$ cat config.mk
export PLATFORM = sky130hd
export DESIGN_NAME = asg_ptr_gen
export DESIGN_NICKNAME = d
export VERILOG_FILES = /design/src/asg_pkg.sv /design/src/asg_ptr_gen.sv
export SDC_FILE = /design/constraint.sdc
export NUM_CORES = 1
export LEC_CHECK = 0
export ABC_AREA = 1
export BUFFER_PORTS_ARGS = -buffer_cell sky130_fd_sc_hd__buf_4
export CAP_MARGIN = 10
export CORE_MARGIN = 8
export CORE_UTILIZATION = 44
export DETAILED_ROUTE_END_ITERATION = 7
export PLACE_DENSITY_LB_ADDON = 0.08
export SETUP_SLACK_MARGIN = 0.02
export SYNTH_ARGS = -nofsm -noshare
export SYNTH_HDL_FRONTEND = slang
export SYNTH_SLANG_ARGS = --single-unit
$ cat constraint.sdc
create_clock -name sto -period 10.63 [get_ports sto]
set_clock_uncertainty 0.15 [all_clocks]
set_input_delay 2.6575 -clock sto [delete_from_list [all_inputs] [get_ports sto]]
set_output_delay 2.6575 -clock sto [all_outputs]
set_load 0.01 [all_outputs]
$ cat src/asg_pkg.sv
//////////////////////////////////////////////////
// asg shared definitions
// pointer and counter widths, sample type and the
// host register map of one generator channel
//////////////////////////////////////////////////
`default_nettype none

package asg_pkg;

  // table pointer, integer and fraction part
  localparam int CWM = 8;
  localparam int CWF = 8;
  localparam int PW  = CWM + CWF;

  // burst counters
  localparam int CWR = 8;
  localparam int CWL = 16;
  localparam int CWN = 8;

  // sample, host address and host data
  localparam int DW = 14;
  localparam int AW = 10;
  localparam int HW = 32;

  typedef logic [DW-1:0] smp_t;

  // register map, top address bit clear
  localparam logic [AW-2:0] REG_CTL  = 'd0;
  localparam logic [AW-2:0] REG_MODE = 'd1;
  localparam logic [AW-2:0] REG_SIZ  = 'd2;
  localparam logic [AW-2:0] REG_STE  = 'd3;
  localparam logic [AW-2:0] REG_OFF  = 'd4;
  localparam logic [AW-2:0] REG_BDR  = 'd5;
  localparam logic [AW-2:0] REG_BDL  = 'd6;
  localparam logic [AW-2:0] REG_BPL  = 'd7;
  localparam logic [AW-2:0] REG_BPN  = 'd8;
  localparam logic [AW-2:0] REG_STS  = 'd9;
  localparam logic [AW-2:0] REG_CBPL = 'd10;
  localparam logic [AW-2:0] REG_CBPN = 'd11;

endpackage

`default_nettype wire

$ cat src/asg_ptr_gen.sv
//////////////////////////////////////////////////
// asg pointer engine
// start/trigger status, periodic pointer and burst
// counters, table address with valid and last tags
//////////////////////////////////////////////////
`timescale 1ns/1ps
`default_nettype none

module asg_ptr_gen (
  input  logic                     sto,
  input  logic                     ctl_rst,
  input  logic                     cmd_str,
  input  logic                     cmd_stp,
  input  logic                     cmd_trg,
  input  logic                     trg,
  input  logic                     adv,
  input  logic                     cfg_ben,
  input  logic                     cfg_inf,
  input  logic [asg_pkg::PW-1:0]   cfg_siz,
  input  logic [asg_pkg::PW-1:0]   cfg_ste,
  input  logic [asg_pkg::PW-1:0]   cfg_off,
  input  logic [asg_pkg::CWR-1:0]  cfg_bdr,
  input  logic [asg_pkg::CWM-1:0]  cfg_bdl,
  input  logic [asg_pkg::CWL-1:0]  cfg_bpl,
  input  logic [asg_pkg::CWN-1:0]  cfg_bpn,
  output logic                     sts_str,
  output logic                     sts_trg,
  output logic [asg_pkg::CWL-1:0]  sts_bpl,
  output logic [asg_pkg::CWN-1:0]  sts_bpn,
  output logic [asg_pkg::CWM-1:0]  raddr,
  output logic                     ren,
  output logic                     tag_vld,
  output logic                     tag_lst,
  output logic                     evn_per
);

  logic                     ctl_run;
  logic                     ctl_end;
  logic                     end_bst;
  logic                     step;
  logic [asg_pkg::PW-1:0]   ptr_cur;
  logic [asg_pkg::PW+1:0]   ptr_add;
  logic [asg_pkg::PW+1:0]   ptr_sub;
  logic [asg_pkg::CWR-1:0]  cnt_bdr;
  logic [asg_pkg::CWM-1:0]  cnt_bdl;
  logic                     cnt_idl;
  logic                     end_bdr;
  logic                     end_bdl;
  logic                     end_bpl;
  logic                     end_bpn;

  //////////////////////////////////////////////////
  // run control
  //////////////////////////////////////////////////

  // trigger while started, or together with start
  // ignored while already running
  assign ctl_run = (cmd_trg | trg) & (sts_str | cmd_str) & ~sts_trg & ~cmd_stp;
  // address beat consumed
  assign step    = sts_trg & adv;
  assign end_bst = cfg_ben & step & end_bpl & end_bpn;
  assign ctl_end = cmd_stp | end_bst;

  always_ff @(posedge sto) begin
    if (ctl_rst) begin
      sts_str <= 1'b0;
      sts_trg <= 1'b0;
      tag_vld <= 1'b0;
      evn_per <= 1'b0;
    end else begin
      if (cmd_stp) begin
        sts_str <= 1'b0;
      end else if (cmd_str) begin
        sts_str <= 1'b1;
      end
      if (ctl_end) begin
        sts_trg <= 1'b0;
      end else if (ctl_run) begin
        sts_trg <= 1'b1;
      end
      // address stage valid, next beat only while running
      if (ctl_run) begin
        tag_vld <= 1'b1;
      end else if (adv) begin
        tag_vld <= sts_trg & ~ctl_end;
      end
      evn_per <= cfg_ben & step & end_bpl;
    end
  end

  //////////////////////////////////////////////////
  // periodic pointer
  //////////////////////////////////////////////////

  // two guard bits, top one is the borrow
  assign ptr_add = {2'b00, ptr_cur} + {2'b00, cfg_ste} + 1'b1;
  assign ptr_sub = ptr_add - {2'b00, cfg_siz} - 1'b1;

  always_ff @(posedge sto) begin
    if (ctl_rst) begin
      ptr_cur <= '0;
    end else if (ctl_run) begin
      ptr_cur <= cfg_off;
    end else if (step && !cfg_ben) begin
      // wrap when past the table size
      ptr_cur <= ptr_sub[asg_pkg::PW+1] ? ptr_add[asg_pkg::PW-1:0]
                                        : ptr_sub[asg_pkg::PW-1:0];
    end
  end

  //////////////////////////////////////////////////
  // burst counters
  //////////////////////////////////////////////////

  assign end_bdr = (cnt_bdr == cfg_bdr);
  assign end_bdl = (cnt_bdl == cfg_bdl);
  assign end_bpl = (sts_bpl == cfg_bpl);
  assign end_bpn = (sts_bpn == cfg_bpn) & ~cfg_inf;

  always_ff @(posedge sto) begin
    if (ctl_rst || ctl_run) begin
      cnt_bdr <= '0;
      cnt_bdl <= '0;
      cnt_idl <= 1'b0;
      sts_bpl <= '0;
      sts_bpn <= '0;
    end else if (step && cfg_ben && !end_bst) begin
      if (end_bpl) begin
        // next period
        cnt_bdr <= '0;
        cnt_bdl <= '0;
        cnt_idl <= 1'b0;
        sts_bpl <= '0;
        sts_bpn <= sts_bpn + 1'b1;
      end else begin
        sts_bpl <= sts_bpl + 1'b1;
        // idle keeps the last address
        if (!cnt_idl) begin
          if (!end_bdr) begin
            cnt_bdr <= cnt_bdr + 1'b1;
          end else begin
            cnt_bdr <= '0;
            if (end_bdl) begin
              cnt_idl <= 1'b1;
            end else begin
              cnt_bdl <= cnt_bdl + 1'b1;
            end
          end
        end
      end
    end
  end

  // table address and tags
  assign raddr   = cfg_ben ? cnt_bdl : ptr_cur[asg_pkg::PW-1:asg_pkg::CWF];
  assign ren     = tag_vld;
  assign tag_lst = tag_vld & cfg_ben & end_bpl & end_bpn;

endmodule

`default_nettype wire

==> out/metrics.csv, run 1 <==
stage,metric,value,unit
run_status,status,"complete, no violations",
power,vdd_drop_max,0.0856,mV
floorplanning,die-area,18300,sq um
synthesis,synth_common_cells,"nand2_1 (383), inv_1 (183), nand3_1 (95)",
timing,rsz0062_at_grt,false,
synthesis,synth_top_area_share,23.0,%
placement,post-dp-hpwl,15.4,mm
setup_path,crit_slowest_cell,nor2_2,
detailed_routing,routed-via-count,6822,
global_route,overflow,0,
cts,numCtsBuffers,9,
cts,clk_path_buf_depth,2,
power,report.power.total,967,uW
setup_path,crit_path_start,cfg_bpn[2],
floorplanning,fp.dieH,135,microns
detailed_routing,drt_wl_total,19.0,mm
floorplanning,fp.dieW,135,microns
final_layout,fillers,1520,
global_route,grt_usage,20.5,%
synthesis,ys.flop_type,dfxtp_1,
timing,worst_pin_slew,1.12,ns
synthesis,ys_seq_elements,61,
synthesis,yosysTopAreaCell,nand2_1,
power,p_comb_share,46.0,%
cts,clk_latency,0.33,ns
synthesis,synth.most_common_cell,nand2_1,
timing,setup-violations-final,0,
synthesis,avgSynthCellArea,5.68,sq um
floorplanning,core-area,13900,sq um
synthesis,synth_cell_types,35,
final_layout,final_area,7620,sq um
timing,slew_violations,0,
cts,cts_max_level,3,
setup_path,reg2regPathDepth,22,
min_path,holdCritPathClass,flip-flop to flip-flop,
power,switching_share,40.5,%
synthesis,yosys-top-cells-area,"nand2_1 (23%), dfxtp_1 (20%), inv_1 (11%)",
global_route,grt_max_degree,33,
floorplanning,start_util,45.0,%
final_layout,nets,1352,
setup_path,cp.arrival,3.74,ns
timing,finalHoldViolCount,0,
timing,fmax,153,MHz
run,cap_violations,0,
synthesis,syn_inst,1098,
setup_path,r2r_end,ptr_cur[10],
cts,root_buffer,clkbuf_16,
setup_path,cp.required,7.82,ns
placement,gp_congestion,0.913,
setup_path,end_kind,output pin,
detailed_routing,wl_per_cell,13.6,microns
floorplanning,std_cell_rows,43,
synthesis,synth_area,6240,sq um
detailed_routing,ant_nets,0,
setup_path,cp_max_fo,4,
placement,dpl_worst_slack,4.05,ns
placement,postPlaceCellArea,7340,sq um
power,p_int,575,uW
detailed_routing,drcViolationCount,0,
cts,cts_hold_buf,0,
power,p_leak,4.06,nW
global_route,antenna_found_initial,0,
final_layout,area_delta_synth_final,22.1,%
synthesis,yosys_warnings,0,
synthesis,synth_seq_area_share,19.6,%
timing,slew_headroom,25.0,%
setup_path,crit_chain,buf_4 -> inv_1 -> o21ai_0 -> nor2_1 -> nand3_1 -> nor2_2 -> nand3_2 -> nor2_1 -> buf_4,
synthesis,synth-edff-count,0,
power,p_clk_share,28.6,%
power,seq_power_share,25.4,%
final_layout,seqCellArea,1220,sq um
detailed_routing,vias_per_cell,4.87,
final_layout,drive_above_1_share,13.9,%
detailed_routing,drtIter0Drc,521,
global_route,grt_pass1_wl,30.5,mm
cts,cts_resized,0,
cts,post-cts-setup-buffer-count,0,
placement,portBuffers,134,
detailed_routing,first_pass_iters,5,
setup_path,r2r_slack,6.58,ns
setup_path,path_class,primary input to output pin,
setup_path,max_stage_delay,0.20,ns
cts,cts_tree,done,
timing,setup_slack,4.08,ns
setup_path,reg2reg_from,ptr_cur[0],
setup_path,crit_path_start_kind,primary input,
global_route,grt_pass1_vias,6284,
setup_path,critPathCapture,tag_lst,
final_layout,multi_input_area,4180,sq um
synthesis,syn_nets,1233,
timing,fin_crit_sh,61.6,%
cts,path_clk_slew,0.06,ns
floorplanning,ioPinCount,135,
synthesis,async_reset_ff_share,0,%
power,switching_power,392,uW
timing,fin_setup_tns,0,ns
timing,fin_crit,6.55,ns
cts,cts.sinks,61,
power,power_density,127,nW/um^2
final_layout,antenna_cells,0,
## logic make-up (layout without fill, tap and decap cells)
kind of cell,Yosys count,after routing,share of synthesized area (%)
AOI/OAI and AO/OA,105,105,8.68
buffers and inverters,213,337,13.4
and+or+nand+nor,621,621,42.1
xor gates and xnor gates,60,60,8.42
DFF,61,61,19.6
adders and majority gates,38,38,7.86
## critical path, delay by kind of cell
family,cells,cell delay (ns)
AND/OR/NAND/NOR,5,0.71
buffers and inverters,3,0.29
AO/OA/AOI/OAI,1,0.07
## worst min path at each step
stage / start / slack, ns / endpoint / cells after the start
6_report: ptr_cur[7] / 0.32 / ptr_cur[7] / 2
5_1_grt: ptr_cur[2] / 0.36 / ptr_cur[2] / 2
2_1_floorplan: ptr_cur[0] / 0.30 / ptr_cur[0] / 2
3_5_place_dp: ptr_cur[0] / 0.31 / ptr_cur[0] / 2
3_3_place_gp: ptr_cur[0] / 0.31 / ptr_cur[0] / 2
4_1_cts: ptr_cur[7] / 0.32 / ptr_cur[7] / 2
## power groups by stage
stage | clock, mW | sequential [mW] | combinational (mW)
after floorplan | 0 | 0.248 | 0.326
after global placement | 0 | 0.250 | 0.439
after detailed placement | 0 | 0.251 | 0.440
after CTS | 0.282 | 0.246 | 0.443
after global routing | 0.290 | 0.247 | 0.512
final | 0.277 | 0.246 | 0.445
## sequential cells by signal (all words and copies together) (netlist names), 8 cells and up
register / count
sts_bpl: 16
cnt_bdl: 8
sts_bpn: 8
ptr_cur: 16
cnt_bdr: 8
## layer usage
layer	share of wire, %	track usage, %	vias up
met5	0	0	-
met4	1.2	5.55	0
met3	5.7	4.53	15
met2	43	31.5	183
met1	50	28.2	2983
li1	-	-	3641
## final cells by class
class | count | area share [%]
clock buffers | 13 | 3.41
clock inverters | 3 | 0.263
inverters | 186 | 9.16
multi-input cells | 824 | 54.9
flip-flops and latches | 61 | 16.0
well taps | 180 | 2.96
repair buffers | 135 | 13.3
## cells in the final DEF, fill, tap and decap left out, types with 3 or more instances in the layout
cell         n
nand2_1    383
inv_1      183
buf_4      135
nand3_1     95
nor2_1      89
a21oi_1     70
dfxtp_1     61
xor2_1      45
ha_1        36
o21ai_0     31
nand4_1     17
xnor2_1     15
clkbuf_16    9
nor3_1       8
and2_1       6
nor4_1       5
nor2_2       4
inv_2        3
or2_2        3
nand2_4      3
## through the flow
step	util (%)	hold slack (ns)	cells
after floorplan	-	0.295	1098
after global placement	52.9	0.307	1386
after detailed placement	52.9	0.312	1386
after CTS	54.9	0.323	1402
after global routing	54.9	0.363	1402
final	54.9	0.321	1402
Power figures use the tool's default switching activity.
==> inputs of run 2 (changes only) <==
Clock period 10.63 ns to 6.55 ns, I/O delays scaled along.
==> out/metrics.csv, run 2 (same netlist as run 1, synthesis figures left out) <==
stage,metric,value,unit,change
detailed_routing,wl_per_cell,13.7,microns,+0.64%
global_route,overflow,0,,unchanged
floorplanning,core-area,13900,sq um,unchanged
global_route,grt_usage,20.7,%,+0.19 points
timing,slew_violations,0,,unchanged
setup_path,cp.required,6.61,ns,-1.21 ns
placement,post-dp-hpwl,15.6,mm,+1.3%
detailed_routing,drtIter0Drc,418,,-20%
power,power_density,215,nW/um^2,+70%
final_layout,fillers,1519,,-0.066%
cts,clk_path_buf_depth,2,,unchanged
floorplanning,start_util,45.0,%,unchanged
final_layout,seqCellArea,1220,sq um,unchanged
setup_path,r2r_slack,2.71,ns,-3.87 ns
floorplanning,fp.dieH,135,microns,unchanged
timing,fin_crit,4.90,ns,
timing,fmax,204,MHz,
timing,fin_setup_tns,0,ns,unchanged
run,cap_violations,0,,unchanged
cts,cts_max_level,3,,unchanged
final_layout,antenna_cells,0,,unchanged
final_layout,final_cell_mix,"nand2_1 (383), inv_1 (183), buf_4 (135)",,
min_path,whs_path_depth,2,,unchanged
min_path,holdCritPathClass,flip-flop to flip-flop,,
floorplanning,std_cell_rows,43,,unchanged
final_layout,drive_above_1_share,14.1,%,+0.16 points
final_layout,nets,1352,,unchanged
cts,cts_tree,done,,
final_layout,layout.cells.most_common,nand2_1,,
timing,slew_headroom,28.1,%,+3.1 points
timing,finalHoldViolCount,0,,unchanged
cts,root_buffer,clkbuf_16,,
detailed_routing,vias_per_cell,4.92,,+1.0%
global_route,grt_pass1_wl,31.1,mm,+1.9%
cts,clk_latency,0.34,ns,about the same
detailed_routing,routed-via-count,6893,,+1.0%
setup_path,cp.arrival,4.96,ns,+1.22 ns
setup_path,cp_max_fo,17,,+13
placement,postPlaceCellArea,7340,sq um,unchanged
detailed_routing,drcViolationCount,0,,unchanged
cts,cts_resized,0,,unchanged
setup_path,reg2regPathDepth,22,,unchanged
floorplanning,fp.dieW,135,microns,unchanged
placement,portBuffers,134,,unchanged
power,p_leak,4.09,nW,+0.59%
placement,gp_congestion,0.948,,+3.9%
setup_path,path_class,primary input to flip-flop,,
setup_path,crit_path_start_kind,primary input,,
cts,path_clk_slew,0.05,ns,about the same
global_route,antenna_found_initial,0,,unchanged
timing,hold_slack,0.316,ns,-0.00471 ns
setup_path,reg2reg_from,ptr_cur[0],,
timing,fin_crit_sh,74.8,%,
power,vdd_drop_max,0.115,mV,+34%
detailed_routing,first_pass_iters,7,,+2
detailed_routing,ant_nets,0,,unchanged
setup_path,r2r_end,ptr_cur[12],,
timing,setup-violations-final,0,,unchanged
final_layout,multi_input_area,4180,sq um,unchanged
min_path,min_to,ptr_cur[0],,
floorplanning,ioPinCount,135,,unchanged
cts,cts.sinks,61,,unchanged
timing,rsz0062_at_grt,false,,
final_layout,final_area,7660,sq um,+0.57%
final_layout,area_delta_synth_final,22.8,%,
floorplanning,die-area,18300,sq um,unchanged
cts,post-cts-setup-buffer-count,0,,unchanged
run_status,status,"complete, no violations",,
global_route,grt_pass1_vias,6290,,+0.095%
global_route,grt_max_degree,33,,unchanged
detailed_routing,drt_wl_total,19.2,mm,+0.64%
cts,numCtsBuffers,9,,unchanged
final_layout,final_cells,1402,,unchanged
final_layout,reg_top3,"ptr_cur x16, sts_bpl x16",,
setup_path,end_kind,flip-flop,,
cts,cts_hold_buf,0,,unchanged
placement,placed_cells,1386,,unchanged
min_path,min_from,ptr_cur[0],,
timing,worst_pin_slew,1.08,ns,-0.0463 ns
## run 2: cell types whose count changed in the layout (fill, tap and decap cells not counted), sizes merged
cell      before  now
clkbuf        13    9
inv          186  187
clkinv         1    3
clkinvlp       2    1
bufinv         0    2
## run 2: how the worst max path moves through the flow
stage                   to  depth (start not counted)        from  slack (ns)
4_1_cts        ptr_cur[14]                         23  cfg_ste[0]        1.67
3_5_place_dp   ptr_cur[14]                         23  cfg_ste[0]        1.33
2_1_floorplan   ptr_cur[7]                         23  cfg_ste[0]        2.11
3_3_place_gp   ptr_cur[10]                         23  cfg_ste[0]        1.42
5_1_grt        ptr_cur[11]                         23  cfg_ste[0]        1.22
6_report       ptr_cur[12]                         23  cfg_ste[0]        1.65
## run 2: cell type report
| class | count | area share, % |
|---|---|---|
| Timing Repair Buffer | 135 | 13.2 |
| Sequential cell | 61 | 15.9 |
| Clock buffer | 9 | 2.94 |
| Inverter | 186 | 9.11 |
| Multi-Input combinational cell | 824 | 54.6 |
| Tap cell | 180 | 2.94 |
| Clock inverter | 7 | 1.29 |
## run 2: power breakdown
part	internal (mW)	switching, mW
logic	0.271	0.456
clock network	0.335	0.186
registers	0.386	0.0157
total	0.992	0.657
## run 2: worst max-delay path, cell delays in order
cell and delay (ns):
buf_4 0.07, inv_1 0.03, ha_1 0.21, fa_1 0.40
inv_1 0.11, nand3_1 0.07, nand2_1 0.13, nand2_1 0.07
nand2_1 0.10, xor2_1 0.28, ha_1 0.34, nand2_1 0.09
nand2_1 0.08, nand2_1 0.07, nand2_1 0.06, a21oi_1 0.16
nand2_1 0.11, nand2_1 0.28, nand2_2 0.28, nand2_1 0.15
nand3_1 0.08, nand2_1 0.10, a21oi_1 0.05
## run 2: layer usage
layer	vias up	share of wire, %	GRT usage [%]
li1	3653	-	-
met1	3026	49	28.7
met2	196	43	32.1
met3	18	6.9	4.75
met4	0	0.93	3.70
met5	-	0	0
## run 2: stage by stage
| stage | util (%) | worst slack [ns] | power, mW |
|---|---|---|---|
| finish | 55.2 | 1.65 | 1.65 |
| global route | 55.2 | 1.22 | 1.78 |
| CTS | 55.2 | 1.67 | 1.65 |
| detailed placement | 52.9 | 1.33 | 1.13 |
| global placement | 52.9 | 1.42 | 1.13 |
| floorplan | - | 2.11 | 0.931 |
