**src/asg_pkg.sv**
```systemverilog
//////////////////////////////////////////////////
// asg shared definitions
// pointer and counter widths, sample type and the
// host register map of one generator channel
//////////////////////////////////////////////////
`default_nettype none

package asg_pkg;

  // table pointer, integer and fraction part
  localparam int CWM = 8;
  localparam int CWF = 8;
  localparam int PW  = CWM + CWF;

  // burst counters
  localparam int CWR = 8;
  localparam int CWL = 16;
  localparam int CWN = 8;

  // sample, host address and host data
  localparam int DW = 14;
  localparam int AW = 10;
  localparam int HW = 32;

  typedef logic [DW-1:0] smp_t;

  // register map, top address bit clear
  localparam logic [AW-2:0] REG_CTL  = 'd0;
  localparam logic [AW-2:0] REG_MODE = 'd1;
  localparam logic [AW-2:0] REG_SIZ  = 'd2;
  localparam logic [AW-2:0] REG_STE  = 'd3;
  localparam logic [AW-2:0] REG_OFF  = 'd4;
  localparam logic [AW-2:0] REG_BDR  = 'd5;
  localparam logic [AW-2:0] REG_BDL  = 'd6;
  localparam logic [AW-2:0] REG_BPL  = 'd7;
  localparam logic [AW-2:0] REG_BPN  = 'd8;
  localparam logic [AW-2:0] REG_STS  = 'd9;
  localparam logic [AW-2:0] REG_CBPL = 'd10;
  localparam logic [AW-2:0] REG_CBPN = 'd11;

endpackage

`default_nettype wire

```
**src/asg_out_stage.sv**
```systemverilog
//////////////////////////////////////////////////
// asg output stage
// tag alignment, output register, valid/ready
// back-pressure and last event
//////////////////////////////////////////////////
`timescale 1ns/1ps
`default_nettype none

module asg_out_stage (
  input  logic           sto,
  input  logic           ctl_rst,
  input  logic           tag_vld,
  input  logic           tag_lst,
  input  asg_pkg::smp_t  rdata,
  input  logic           rdy,
  output logic           adv,
  output asg_pkg::smp_t  smp,
  output logic           vld,
  output logic           lst,
  output logic           evn_lst
);

  // tags lined up with table read data
  logic vld_d;
  logic lst_d;

  // move when the output is taken or empty
  assign adv = rdy | ~vld;

  always_ff @(posedge sto) begin
    if (ctl_rst) begin
      vld_d   <= 1'b0;
      lst_d   <= 1'b0;
      smp     <= '0;
      vld     <= 1'b0;
      lst     <= 1'b0;
      evn_lst <= 1'b0;
    end else begin
      // pulse with the last beat entering the output
      evn_lst <= adv & vld_d & lst_d;
      if (adv) begin
        vld_d <= tag_vld;
        lst_d <= tag_lst;
        smp   <= rdata;
        vld   <= vld_d;
        lst   <= vld_d & lst_d;
      end
    end
  end

endmodule

`default_nettype wire

```
**config.mk**
```make
export PLATFORM = sky130hd
export DESIGN_NAME = asg_out_stage
export DESIGN_NICKNAME = d
export VERILOG_FILES = /design/src/asg_pkg.sv /design/src/asg_out_stage.sv
export SDC_FILE = /design/constraint.sdc
export NUM_CORES = 1
export LEC_CHECK = 0
export BUFFER_PORTS_ARGS = -buffer_cell sky130_fd_sc_hd__buf_2
export CAP_MARGIN = 30
export CORE_MARGIN = 2
export CORE_UTILIZATION = 46
export CTS_CLUSTER_DIAMETER = 30
export DETAILED_ROUTE_END_ITERATION = 16
export PLACE_DENSITY = 0.77
export SLEW_MARGIN = 20
export SYNTH_ARGS = -nofsm -noshare
export SYNTH_HDL_FRONTEND = slang
export SYNTH_SLANG_ARGS = --single-unit
export TNS_END_PERCENT = 5
```
**constraint.sdc**
```tcl
create_clock -name sto -period 1.5 [get_ports sto]
set_input_delay 0.075 -clock sto [delete_from_list [all_inputs] [get_ports sto]]
set_output_delay 0.075 -clock sto [all_outputs]
set_load 0.005 [all_outputs]
```
==> impl_metrics.toml, run 1 <==
[global_routing]
overflow = 0
grt_pass1_wl_um = 2210
grt_start_max_net_pins = 20
track_usage = 0.154
antenna_found_initial = 0
grt_pass1_vias = 543

[floorplanning]
die_h_um = 44.0
initial_core_util = 0.488
coreArea_um2 = 1510
die_area_um2 = 1940
chipWidth_um = 44.0
io_pins = 37
rows = 14

[synth]
yosysSeqAreaShare = 0.517
synthAdderAreaFrac = 0
synth_top_area_frac = 0.517
synth_largest_area_cell = "dfxtp_1"
synthDistinctLibCells = 13
synth_seq_cells = 19
netlist_instances = 80
netlist_area_um2 = 736
synth_top_family_by_area = "simple AND/OR/NAND/NOR gates"
synth.area.top_cells = "dfxtp_1 (52%), nand2_1 (12%), a21oi_2 (11%)"
muxShareOfSynthArea = 0
syn-num-nets = 99
synth.avg_cell_area_um2 = 9.20
yosysWarnings = 0
synth_compound_area_frac = 0.162
synthSimpleGateAreaFrac = 0.240
synth_xor_xnor_area_share = 0

[sta]
relSlewSlack = 0.719
tns_ns = 0
finalHoldViolCount = 0
rsz0062_at_grt = "false"
drv_slew = 0
max_freq_mhz = 744
period_needed_ns = 1.34
timing.final.crit_share = 0.896
finClkSkew_ns = 0.000859
tightest_slew_ns = 0.422
setup_viol = 0

[clocking]
htreeDepth = 1
cts_sinks = 19
clockBufferDepth = 2
cts_tree = "done"
clockRootBuffer = "clkbuf_4"
cts_setup_buffers = 0
numCtsBuffers = 3
clock_latency_ns = 0.28
clk_pin_slew_worst_paths_ns = 0.10

[worst_setup_path]
crit_type = "reg -> out"
worst_ep_arrival_time_ns = 1.27
critical_path.startpoint_type = "flip-flop"
crit_path_cell_trace = "nor2b_4 -> inv_8 -> buf_2"
cp_slowest_cell = "nor2b_4"
regToRegSetupSlack_ns = 0.34
slowest_delay_ns = 0.36
cp-end-kind = "primary output"
critPathMaxFanout = 18
critPathRequiredTime_ns = 1.42

[final_layout]
area_delta_synth_final_pct = 26.5
num_antenna_cells = 0
drive_above_1_share = 0.513
finalInstanceArea_um2 = 931
fin_nets = 137
layout.cells.non_filler = 133
fill_cells = 133

[placement]
post-dp-hpwl_um = 985
gp_congestion = 0.684
numPortBuffers = 36
postPlaceCellArea_um2 = 895
dp.cells = 128

[run_status]
status = "completed"

[drt]
routedWlPerCell_um = 10.1
drt_iter0_drc = 6
vias = 608
wl_met3_um = 135
wirelength_met1_um = 654
routed_wl_um = 1340
top_layer_used = "met4"
route.met2.wl_um = 544
viasPerCell = 4.57
dr.pass1.iters = 4
drc = 0
ant_nets = 0

[power]
powerDensity_nw_per_um2 = 986
p_leak_nw = 0.446
irDropWorstVdd_v = 0.000623

[flow_run]
drv_cap = 0

[min_path]
min_path_type = "in -> reg"
[cells in the mapped netlist]
cell type and n:
a21oi_1 8, inv_8 1, nor2b_4 1, nand2_2 9, dfxtp_1 19, nand2_1 24, buf_6 1, buf_4 1
nand3_1 1, buf_12 1, nor2_1 3, a21oi_2 9, buf_2 2
[stage by stage]
step	setup slack [ns]	power [mW]	hold WS [ns]	util
floorplan	0.495	0.628	0.209	-
global placement	0.385	0.676	0.322	0.594
detailed placement	0.351	0.679	0.324	0.594
CTS	0.131	0.923	0.00952	0.611
global route	0.0662	0.966	0.00399	0.618
finish	0.156	0.918	0.0142	0.618
[worst paths after layout]
kind	from	end	cells after the start
max	vld$_SDFFE_PP0P_	adv	3
min	rdata[1]	smp[1]$_SDFFE_PP0P_	3
max reg2reg	vld$_SDFFE_PP0P_	smp[4]$_SDFFE_PP0P_	4
min reg2reg	lst_d$_SDFFE_PP0P_	lst_d$_SDFFE_PP0P_	2
[registers in the layout (all words and copies together) (netlist names)]
name / count
lst: 1
smp: 14
vld: 1
lst_d: 1
evn_lst: 1
vld_d: 1
[cells in the final DEF, fill, tap and decap left out]
| cell type | count |
|---|---|
| nand2_1 | 24 |
| clkbuf_1 | 1 |
| inv_8 | 1 |
| nor2_1 | 3 |
| buf_4 | 1 |
| nand2_2 | 9 |
| nor2b_4 | 1 |
| dfxtp_1 | 19 |
| buf_2 | 36 |
| clkbuf_4 | 3 |
| nand3_1 | 1 |
| a21oi_1 | 8 |
| a21oi_2 | 9 |
| dlygate4sd3_1 | 1 |
[layout make-up]
type | instances | area (um2) | share of cell area
clock buffer | 4 | 26.3 | 0.0282
tap | 16 | 20.0 | 0.0215
timing repair buffer | 38 | 198 | 0.212
inverter | 1 | 11.3 | 0.0121
multi-input combinational | 55 | 295 | 0.317
sequential | 19 | 380 | 0.409
[where the power goes]
part,switching (mW),leakage (nW),total [mW],internal (mW)
clock network,0.147,0.0150,0.250,0.103
logic,0.0596,0.273,0.120,0.0604
registers,0.0140,0.158,0.548,0.534
[what timing repair did]
item                                   4_1_cts  5_1_grt
hold buffers                                 0        1
endpoints found under the hold margin        0        1
gates resized for setup                      0        0
setup endpoints to repair                    0        0
[worst max-delay path: cells and delay by family, from the launching register on]
kind,cells,cell delay (ns)
buffers and inverters,2,0.27
DFF,1,0.34
and+or+nand+nor,1,0.36
[layer usage]
metal	global-route usage	vias to the layer above
met5	0	-
met3	0.0458	2
met2	0.215	27
li1	-	328
met4	0.0727	0
met1	0.215	251
[cell families (layout without fill, tap and decap cells)]
logic type             count (synthesis)  count (layout)
and+or+nand+nor                       38              38
DFF                                   19              19
buffers and inverters                  6              43
AOI/OAI and AO/OA                     17              17
Power figures use the tool's default switching activity.
==> run 2, diff against run 1 <==
--- a/config.mk
+++ b/config.mk
@@ -5,10 +5,11 @@
 export SDC_FILE = /design/constraint.sdc
 export NUM_CORES = 1
 export LEC_CHECK = 0
+export ABC_AREA = 1
 export BUFFER_PORTS_ARGS = -buffer_cell sky130_fd_sc_hd__buf_2
 export CAP_MARGIN = 30
 export CORE_MARGIN = 2
-export CORE_UTILIZATION = 46
+export CORE_UTILIZATION = 47
 export CTS_CLUSTER_DIAMETER = 30
 export DETAILED_ROUTE_END_ITERATION = 16
 export PLACE_DENSITY = 0.77
==> constraint.sdc (replaced) <==
create_clock -name sto -period 1.6 [get_ports sto]
set_input_delay 0.08 -clock sto [delete_from_list [all_inputs] [get_ports sto]]
set_output_delay 0.08 -clock sto [all_outputs]
set_load 0.005 [all_outputs]
==> run 2 against run 1 <==
- highest routed layer unchanged
- setup slack improved by 0.24 ns
- synthesized area increased by 7.8%
- synthesized cell count increased by 45%
- cell count increased by 29%
- clock skew decreased by 0.00050 ns
- combinational power increased by 21%
- non-clock buffer count increased by 2
- sequential share of layout area decreased by 3.6 points
- clock-buffer cell count unchanged
- die area increased by 5.0%
- sequential power decreased by 5.7%
- via count increased by 31%
==> impl_metrics.toml, run 2 <==
[run_status]
status = "completed"

[synth]
netlist_instances = 116
yosysMostFrequentCell = "nor2_1"
synth_common_cells = "nor2_1 (33), nand2_1 (20), dfxtp_1 (19)"
synth.avg_cell_area_um2 = 6.84
netlist_area_um2 = 793
syn-num-nets = 135
synth_compound_area_frac = 0.00631
synth_edf_count = 0
synth_top_family_by_area = "simple AND/OR/NAND/NOR gates"
synth_top_area_frac = 0.479
synthDistinctLibCells = 11
synthAdderAreaFrac = 0
synth_seq_cells = 19
yosys_most_used_dff = "dfxtp_1"
synthSimpleGateAreaFrac = 0.372
synth_xor_xnor_area_share = 0
muxShareOfSynthArea = 0
synth.area.top_cells = "dfxtp_1 (48%), nor2_1 (16%), nand3_1 (11%)"
yosysWarnings = 0
synth_largest_area_cell = "dfxtp_1"
async_reset_ff_frac = 0
yosysSeqAreaShare = 0.479

[global_routing]
grt_pass1_vias = 686
overflow = 0
antenna_found_initial = 0
grt_pass1_wl_um = 2660
grt_start_max_net_pins = 19
track_usage = 0.180

[flow_run]
drv_cap = 0

[sta]
timing.final.crit_share = 0.751
finClkSkew_ns = 0.000357
setup_viol = 0
rsz0062_at_grt = "false"
max_freq_mhz = 832
drv_slew = 0
period_needed_ns = 1.20
tightest_slew_ns = 0.436
finalHoldViolCount = 0
relSlewSlack = 0.707
tns_ns = 0

[drt]
drc = 0
viasPerCell = 4.67
routed_wl_um = 1610
dr.pass1.iters = 4
routedWlPerCell_um = 9.44
ant_nets = 0
vias = 799
drt_iter0_drc = 8

[min_path]
min_from = "tag_lst"
hold_depth = 3
min_path_type = "in -> reg"
hold_path_end = "lst_d$_SDFFE_PP0P_"

[clocking]
numCtsBuffers = 3
cts_tree = "done"
post_cts_resized = 0
clk_pin_slew_worst_paths_ns = 0.10
clockBufferDepth = 2
cts_sinks = 19
cts_setup_buffers = 0
ctsHoldBuffers = 3
clock_latency_ns = 0.29
clockRootBuffer = "clkbuf_4"
htreeDepth = 1

[final_layout]
area_delta_synth_final_pct = 28.5
drive_above_1_share = 0.277
largest_reg_flops = 14
layout.cells.non_filler = 171
num_antenna_cells = 0
fin_nets = 175
final_cell_mix = "buf_2 (36), nor2_1 (33), nand2_1 (20)"
finalInstanceArea_um2 = 1020
final_common_cell = "buf_2"
regMostFlops = "smp"

[placement]
post-dp-hpwl_um = 1180
gp_congestion = 0.726
dp.cells = 164
postPlaceCellArea_um2 = 963
numPortBuffers = 36

[worst_setup_path]
r2r_end = "lst$_SDFFE_PP0P_"
reg2regPathDepth = 4
critical_path.startpoint_type = "flip-flop"
cp-end-kind = "primary output"
regToRegSetupSlack_ns = 0.64
crit_type = "reg -> out"
rr_startpoint = "vld$_SDFFE_PP0P_"
critPathRequiredTime_ns = 1.52
critPathMaxFanout = 18
worst_ep_arrival_time_ns = 1.12

[power]
power.total_mw = 0.897
p_leak_nw = 0.555
powerDensity_nw_per_um2 = 880
irDropWorstVdd_v = 0.000597

[floorplanning]
die_area_um2 = 2030
chipWidth_um = 45.1
io_pins = 37
rows = 14
initial_core_util = 0.515
die_h_um = 45.1
coreArea_um2 = 1540
## run 2: changes by cell type in the layout (fill, tap and decap cells not counted), moves of 4 or more
cell     before  now
inv_1         0   17
a21oi_1       8    1
nand2_2       9    0
nand3_1       1   17
nor2_1        3   33
nand2_1      24   20
a21oi_2       9    0
## run 2: final cells by class
type                            instances  area [um2]
Clock buffer                            4        26.3
Fill cell                             163         522
Inverter                               20        75.1
Multi-Input combinational cell         72         300
Sequential cell                        19         380
Tap cell                               16        20.0
Timing Repair Buffer                   40         218
## run 2: kinds of logic (layout without fill, tap and decap cells)
kind of cell	Yosys count	after routing
AND/OR/NAND/NOR	71	71
buffers and inverters	25	64
flip-flops	19	19
AO/OA/AOI/OAI	1	1
## run 2: worst max-delay path: stages (launching register included)
cell	delay (ns)
dfxtp_1	0.35
buf_4	0.21
nand2_1	0.11
buf_2	0.15
## run 2: metal layers
layer	up-vias	GRT usage	wire length, um
met3	2	0.0440	105
met2	22	0.283	794
met5	-	0	0
met1	355	0.223	695
li1	420	-	-
met4	0	0.106	18
## run 2: power breakdown
part	total, mW	switching [mW]	internal (mW)
sequential	0.517	0.0135	0.504
combinational	0.145	0.0763	0.0685
clock	0.235	0.138	0.0968
## run 2: per-stage QoR
| step | hold WS, ns | setup WS (ns) | util |
|---|---|---|---|
| floorplan | 0.149 | 0.631 | - |
| global placement | 0.277 | 0.661 | 0.625 |
| global route | 0.00814 | 0.309 | 0.662 |
| CTS | 0.000894 | 0.390 | 0.662 |
| finish | 0.00907 | 0.399 | 0.662 |
| detailed placement | 0.279 | 0.642 | 0.625 |
## run 2: worst max path at each step
stage                      from                   to  slack (ns)
2_1_floorplan  vld$_SDFFE_PP0P_  smp[0]$_SDFFE_PP0P_        0.63
3_3_place_gp   vld$_SDFFE_PP0P_     lst$_SDFFE_PP0P_        0.66
3_5_place_dp   vld$_SDFFE_PP0P_     lst$_SDFFE_PP0P_        0.64
4_1_cts        vld$_SDFFE_PP0P_                  adv        0.39
5_1_grt                 ctl_rst     lst$_SDFFE_PP0P_        0.31
6_report       vld$_SDFFE_PP0P_                  adv        0.40
==> run 3, diff against run 2 <==
--- a/config.mk
+++ b/config.mk
@@ -9,10 +9,10 @@
 export BUFFER_PORTS_ARGS = -buffer_cell sky130_fd_sc_hd__buf_2
 export CAP_MARGIN = 30
 export CORE_MARGIN = 2
-export CORE_UTILIZATION = 47
+export CORE_UTILIZATION = 44
 export CTS_CLUSTER_DIAMETER = 30
 export DETAILED_ROUTE_END_ITERATION = 16
-export PLACE_DENSITY = 0.77
+export PLACE_DENSITY = 0.72
 export SLEW_MARGIN = 20
 export SYNTH_ARGS = -nofsm -noshare
 export SYNTH_HDL_FRONTEND = slang
==> constraint.sdc (replaced) <==
create_clock -name sto -period 1.21 [get_ports sto]
set_input_delay 0.0605 -clock sto [delete_from_list [all_inputs] [get_ports sto]]
set_output_delay 0.0605 -clock sto [all_outputs]
set_load 0.005 [all_outputs]
==> run 3 against run 2 <==
- setup slack worse by 0.24 ns
- critical path type unchanged
- clock skew is 0.0038 ns higher
- via count is 4.4% higher
- sequential cell count stayed put
- cell count is 13% higher
==> impl_metrics.toml, run 3 (synthesis gave the netlist of run 2 again) <==
[global_routing]
grt_pass1_vias = 670
grt_pass1_wl_um = 2720
overflow = 0
track_usage = 0.175
grt_start_max_net_pins = 18
antenna_found_initial = 0

[drt]
routed_wl_um = 1810
dr.pass1.iters = 4
ant_nets = 0
drc = 0
viasPerCell = 4.30
drt_iter0_drc = 7
routedWlPerCell_um = 9.34
vias = 834

[clocking]
clk_pin_slew_worst_paths_ns = 0.11
htreeDepth = 1
clock_latency_ns = 0.29
cts_tree = "done"
numCtsBuffers = 3
clockRootBuffer = "clkbuf_4"
clockBufferDepth = 2
cts_sinks = 19

[final_layout]
final_cell_mix = "buf_2 (36), nor2_1 (33), nand2_1 (20)"
num_antenna_cells = 0
drive_above_1_share = 0.266
final_common_cell = "buf_2"
multi_input_area_um2 = 300
fill_cells = 157
layout.cells.non_filler = 194
finalInstanceArea_um2 = 1170
fin_nets = 189
area_delta_synth_final_pct = 47.8
largest_reg_flops = 14
seqCellArea_um2 = 380
regMostFlops = "smp"
fin_util = 0.686

[sta]
worst_slack_ns = 0.161
finalHoldViolCount = 0
tns_ns = 0
period_needed_ns = 1.05
drv_slew = 0
tightest_slew_ns = 0.388
relSlewSlack = 0.741
setup_viol = 0
max_freq_mhz = 954
rsz0062_at_grt = "false"
finClkSkew_ns = 0.00415
timing.final.crit_share = 0.867
hold_ws_ns = 0.00471

[floorplanning]
die_h_um = 46.5
initial_core_util = 0.464
io_pins = 37
coreArea_um2 = 1710
chipWidth_um = 46.5
die_area_um2 = 2160
rows = 15

[worst_setup_path]
critPathMaxFanout = 8
critPathRequiredTime_ns = 1.15
worst_ep_arrival_time_ns = 0.99
critical_path.startpoint_type = "flip-flop"
crit_type = "reg -> out"
cp-end-kind = "primary output"

[power]
powerDensity_nw_per_um2 = 1050
irDropWorstVdd_v = 0.000662
p_leak_nw = 0.613
power.total_mw = 1.23

[min_path]
min_path_type = "in -> reg"

[placement]
numPortBuffers = 36
gp_congestion = 0.617
postPlaceCellArea_um2 = 982
dp_slack_ns = 0.200
dp.cells = 174
post-dp-hpwl_um = 1190

[flow_run]
drv_cap = 0

[run_status]
status = "completed"
==> run 3: cell types whose count changed in the layout (fill, tap and decap cells not counted), sizes merged <==
cell         before  now
clkinvlp          0    1
clkinv            1    0
dlygate4sd3       3   16
buf              37   38
==> run 3: power by group <==
part | total (mW) | switching (mW) | internal [mW]
Clock | 0.317 | 0.189 | 0.128
Sequential | 0.685 | 0.0188 | 0.666
Combinational | 0.229 | 0.108 | 0.121
==> run 3: worst max-delay path, stage by stage, from the launching register on <==
cell and delay [ns]:
dfxtp_1 0.40, buf_4 0.18, buf_2 0.12
==> run 3: worst paths after layout <==
path	startpoint	to	slack, ns	cells after the start
hold reg to reg	lst$_SDFFE_PP0P_	lst$_SDFFE_PP0P_	0.48	2
hold / removal	rdata[3]	smp[3]$_SDFFE_PP0P_	0.005	3
setup reg to reg	vld$_SDFFE_PP0P_	lst$_SDFFE_PP0P_	0.19	4
setup / recovery	vld$_SDFFE_PP0P_	vld	0.16	2
==> run 3: what timing repair did <==
item	in CTS	in global routing
endpoints found under the hold margin	16	0
gates resized for setup	0	1
hold buffers	16	0
buffers inserted	0	0
setup endpoints to repair	0	1
==> run 3: routing by layer <==
| layer | up-vias | global-route usage | wire (um) |
|---|---|---|---|
| met2 | 25 | 0.289 | 842 |
| met3 | 2 | 0.0431 | 115 |
| met1 | 357 | 0.217 | 842 |
| met4 | 0 | 0.0686 | 12 |
| met5 | - | 0 | 0 |
| li1 | 450 | - | - |
==> run 3: final cells by class <==
| type | instances | area share |
|---|---|---|
| Timing Repair Buffer | 54 | 0.303 |
| Tap cell | 25 | 0.0267 |
| Multi-Input combinational cell | 72 | 0.256 |
| Inverter | 20 | 0.0672 |
| Sequential cell | 19 | 0.324 |
| Clock buffer | 4 | 0.0224 |
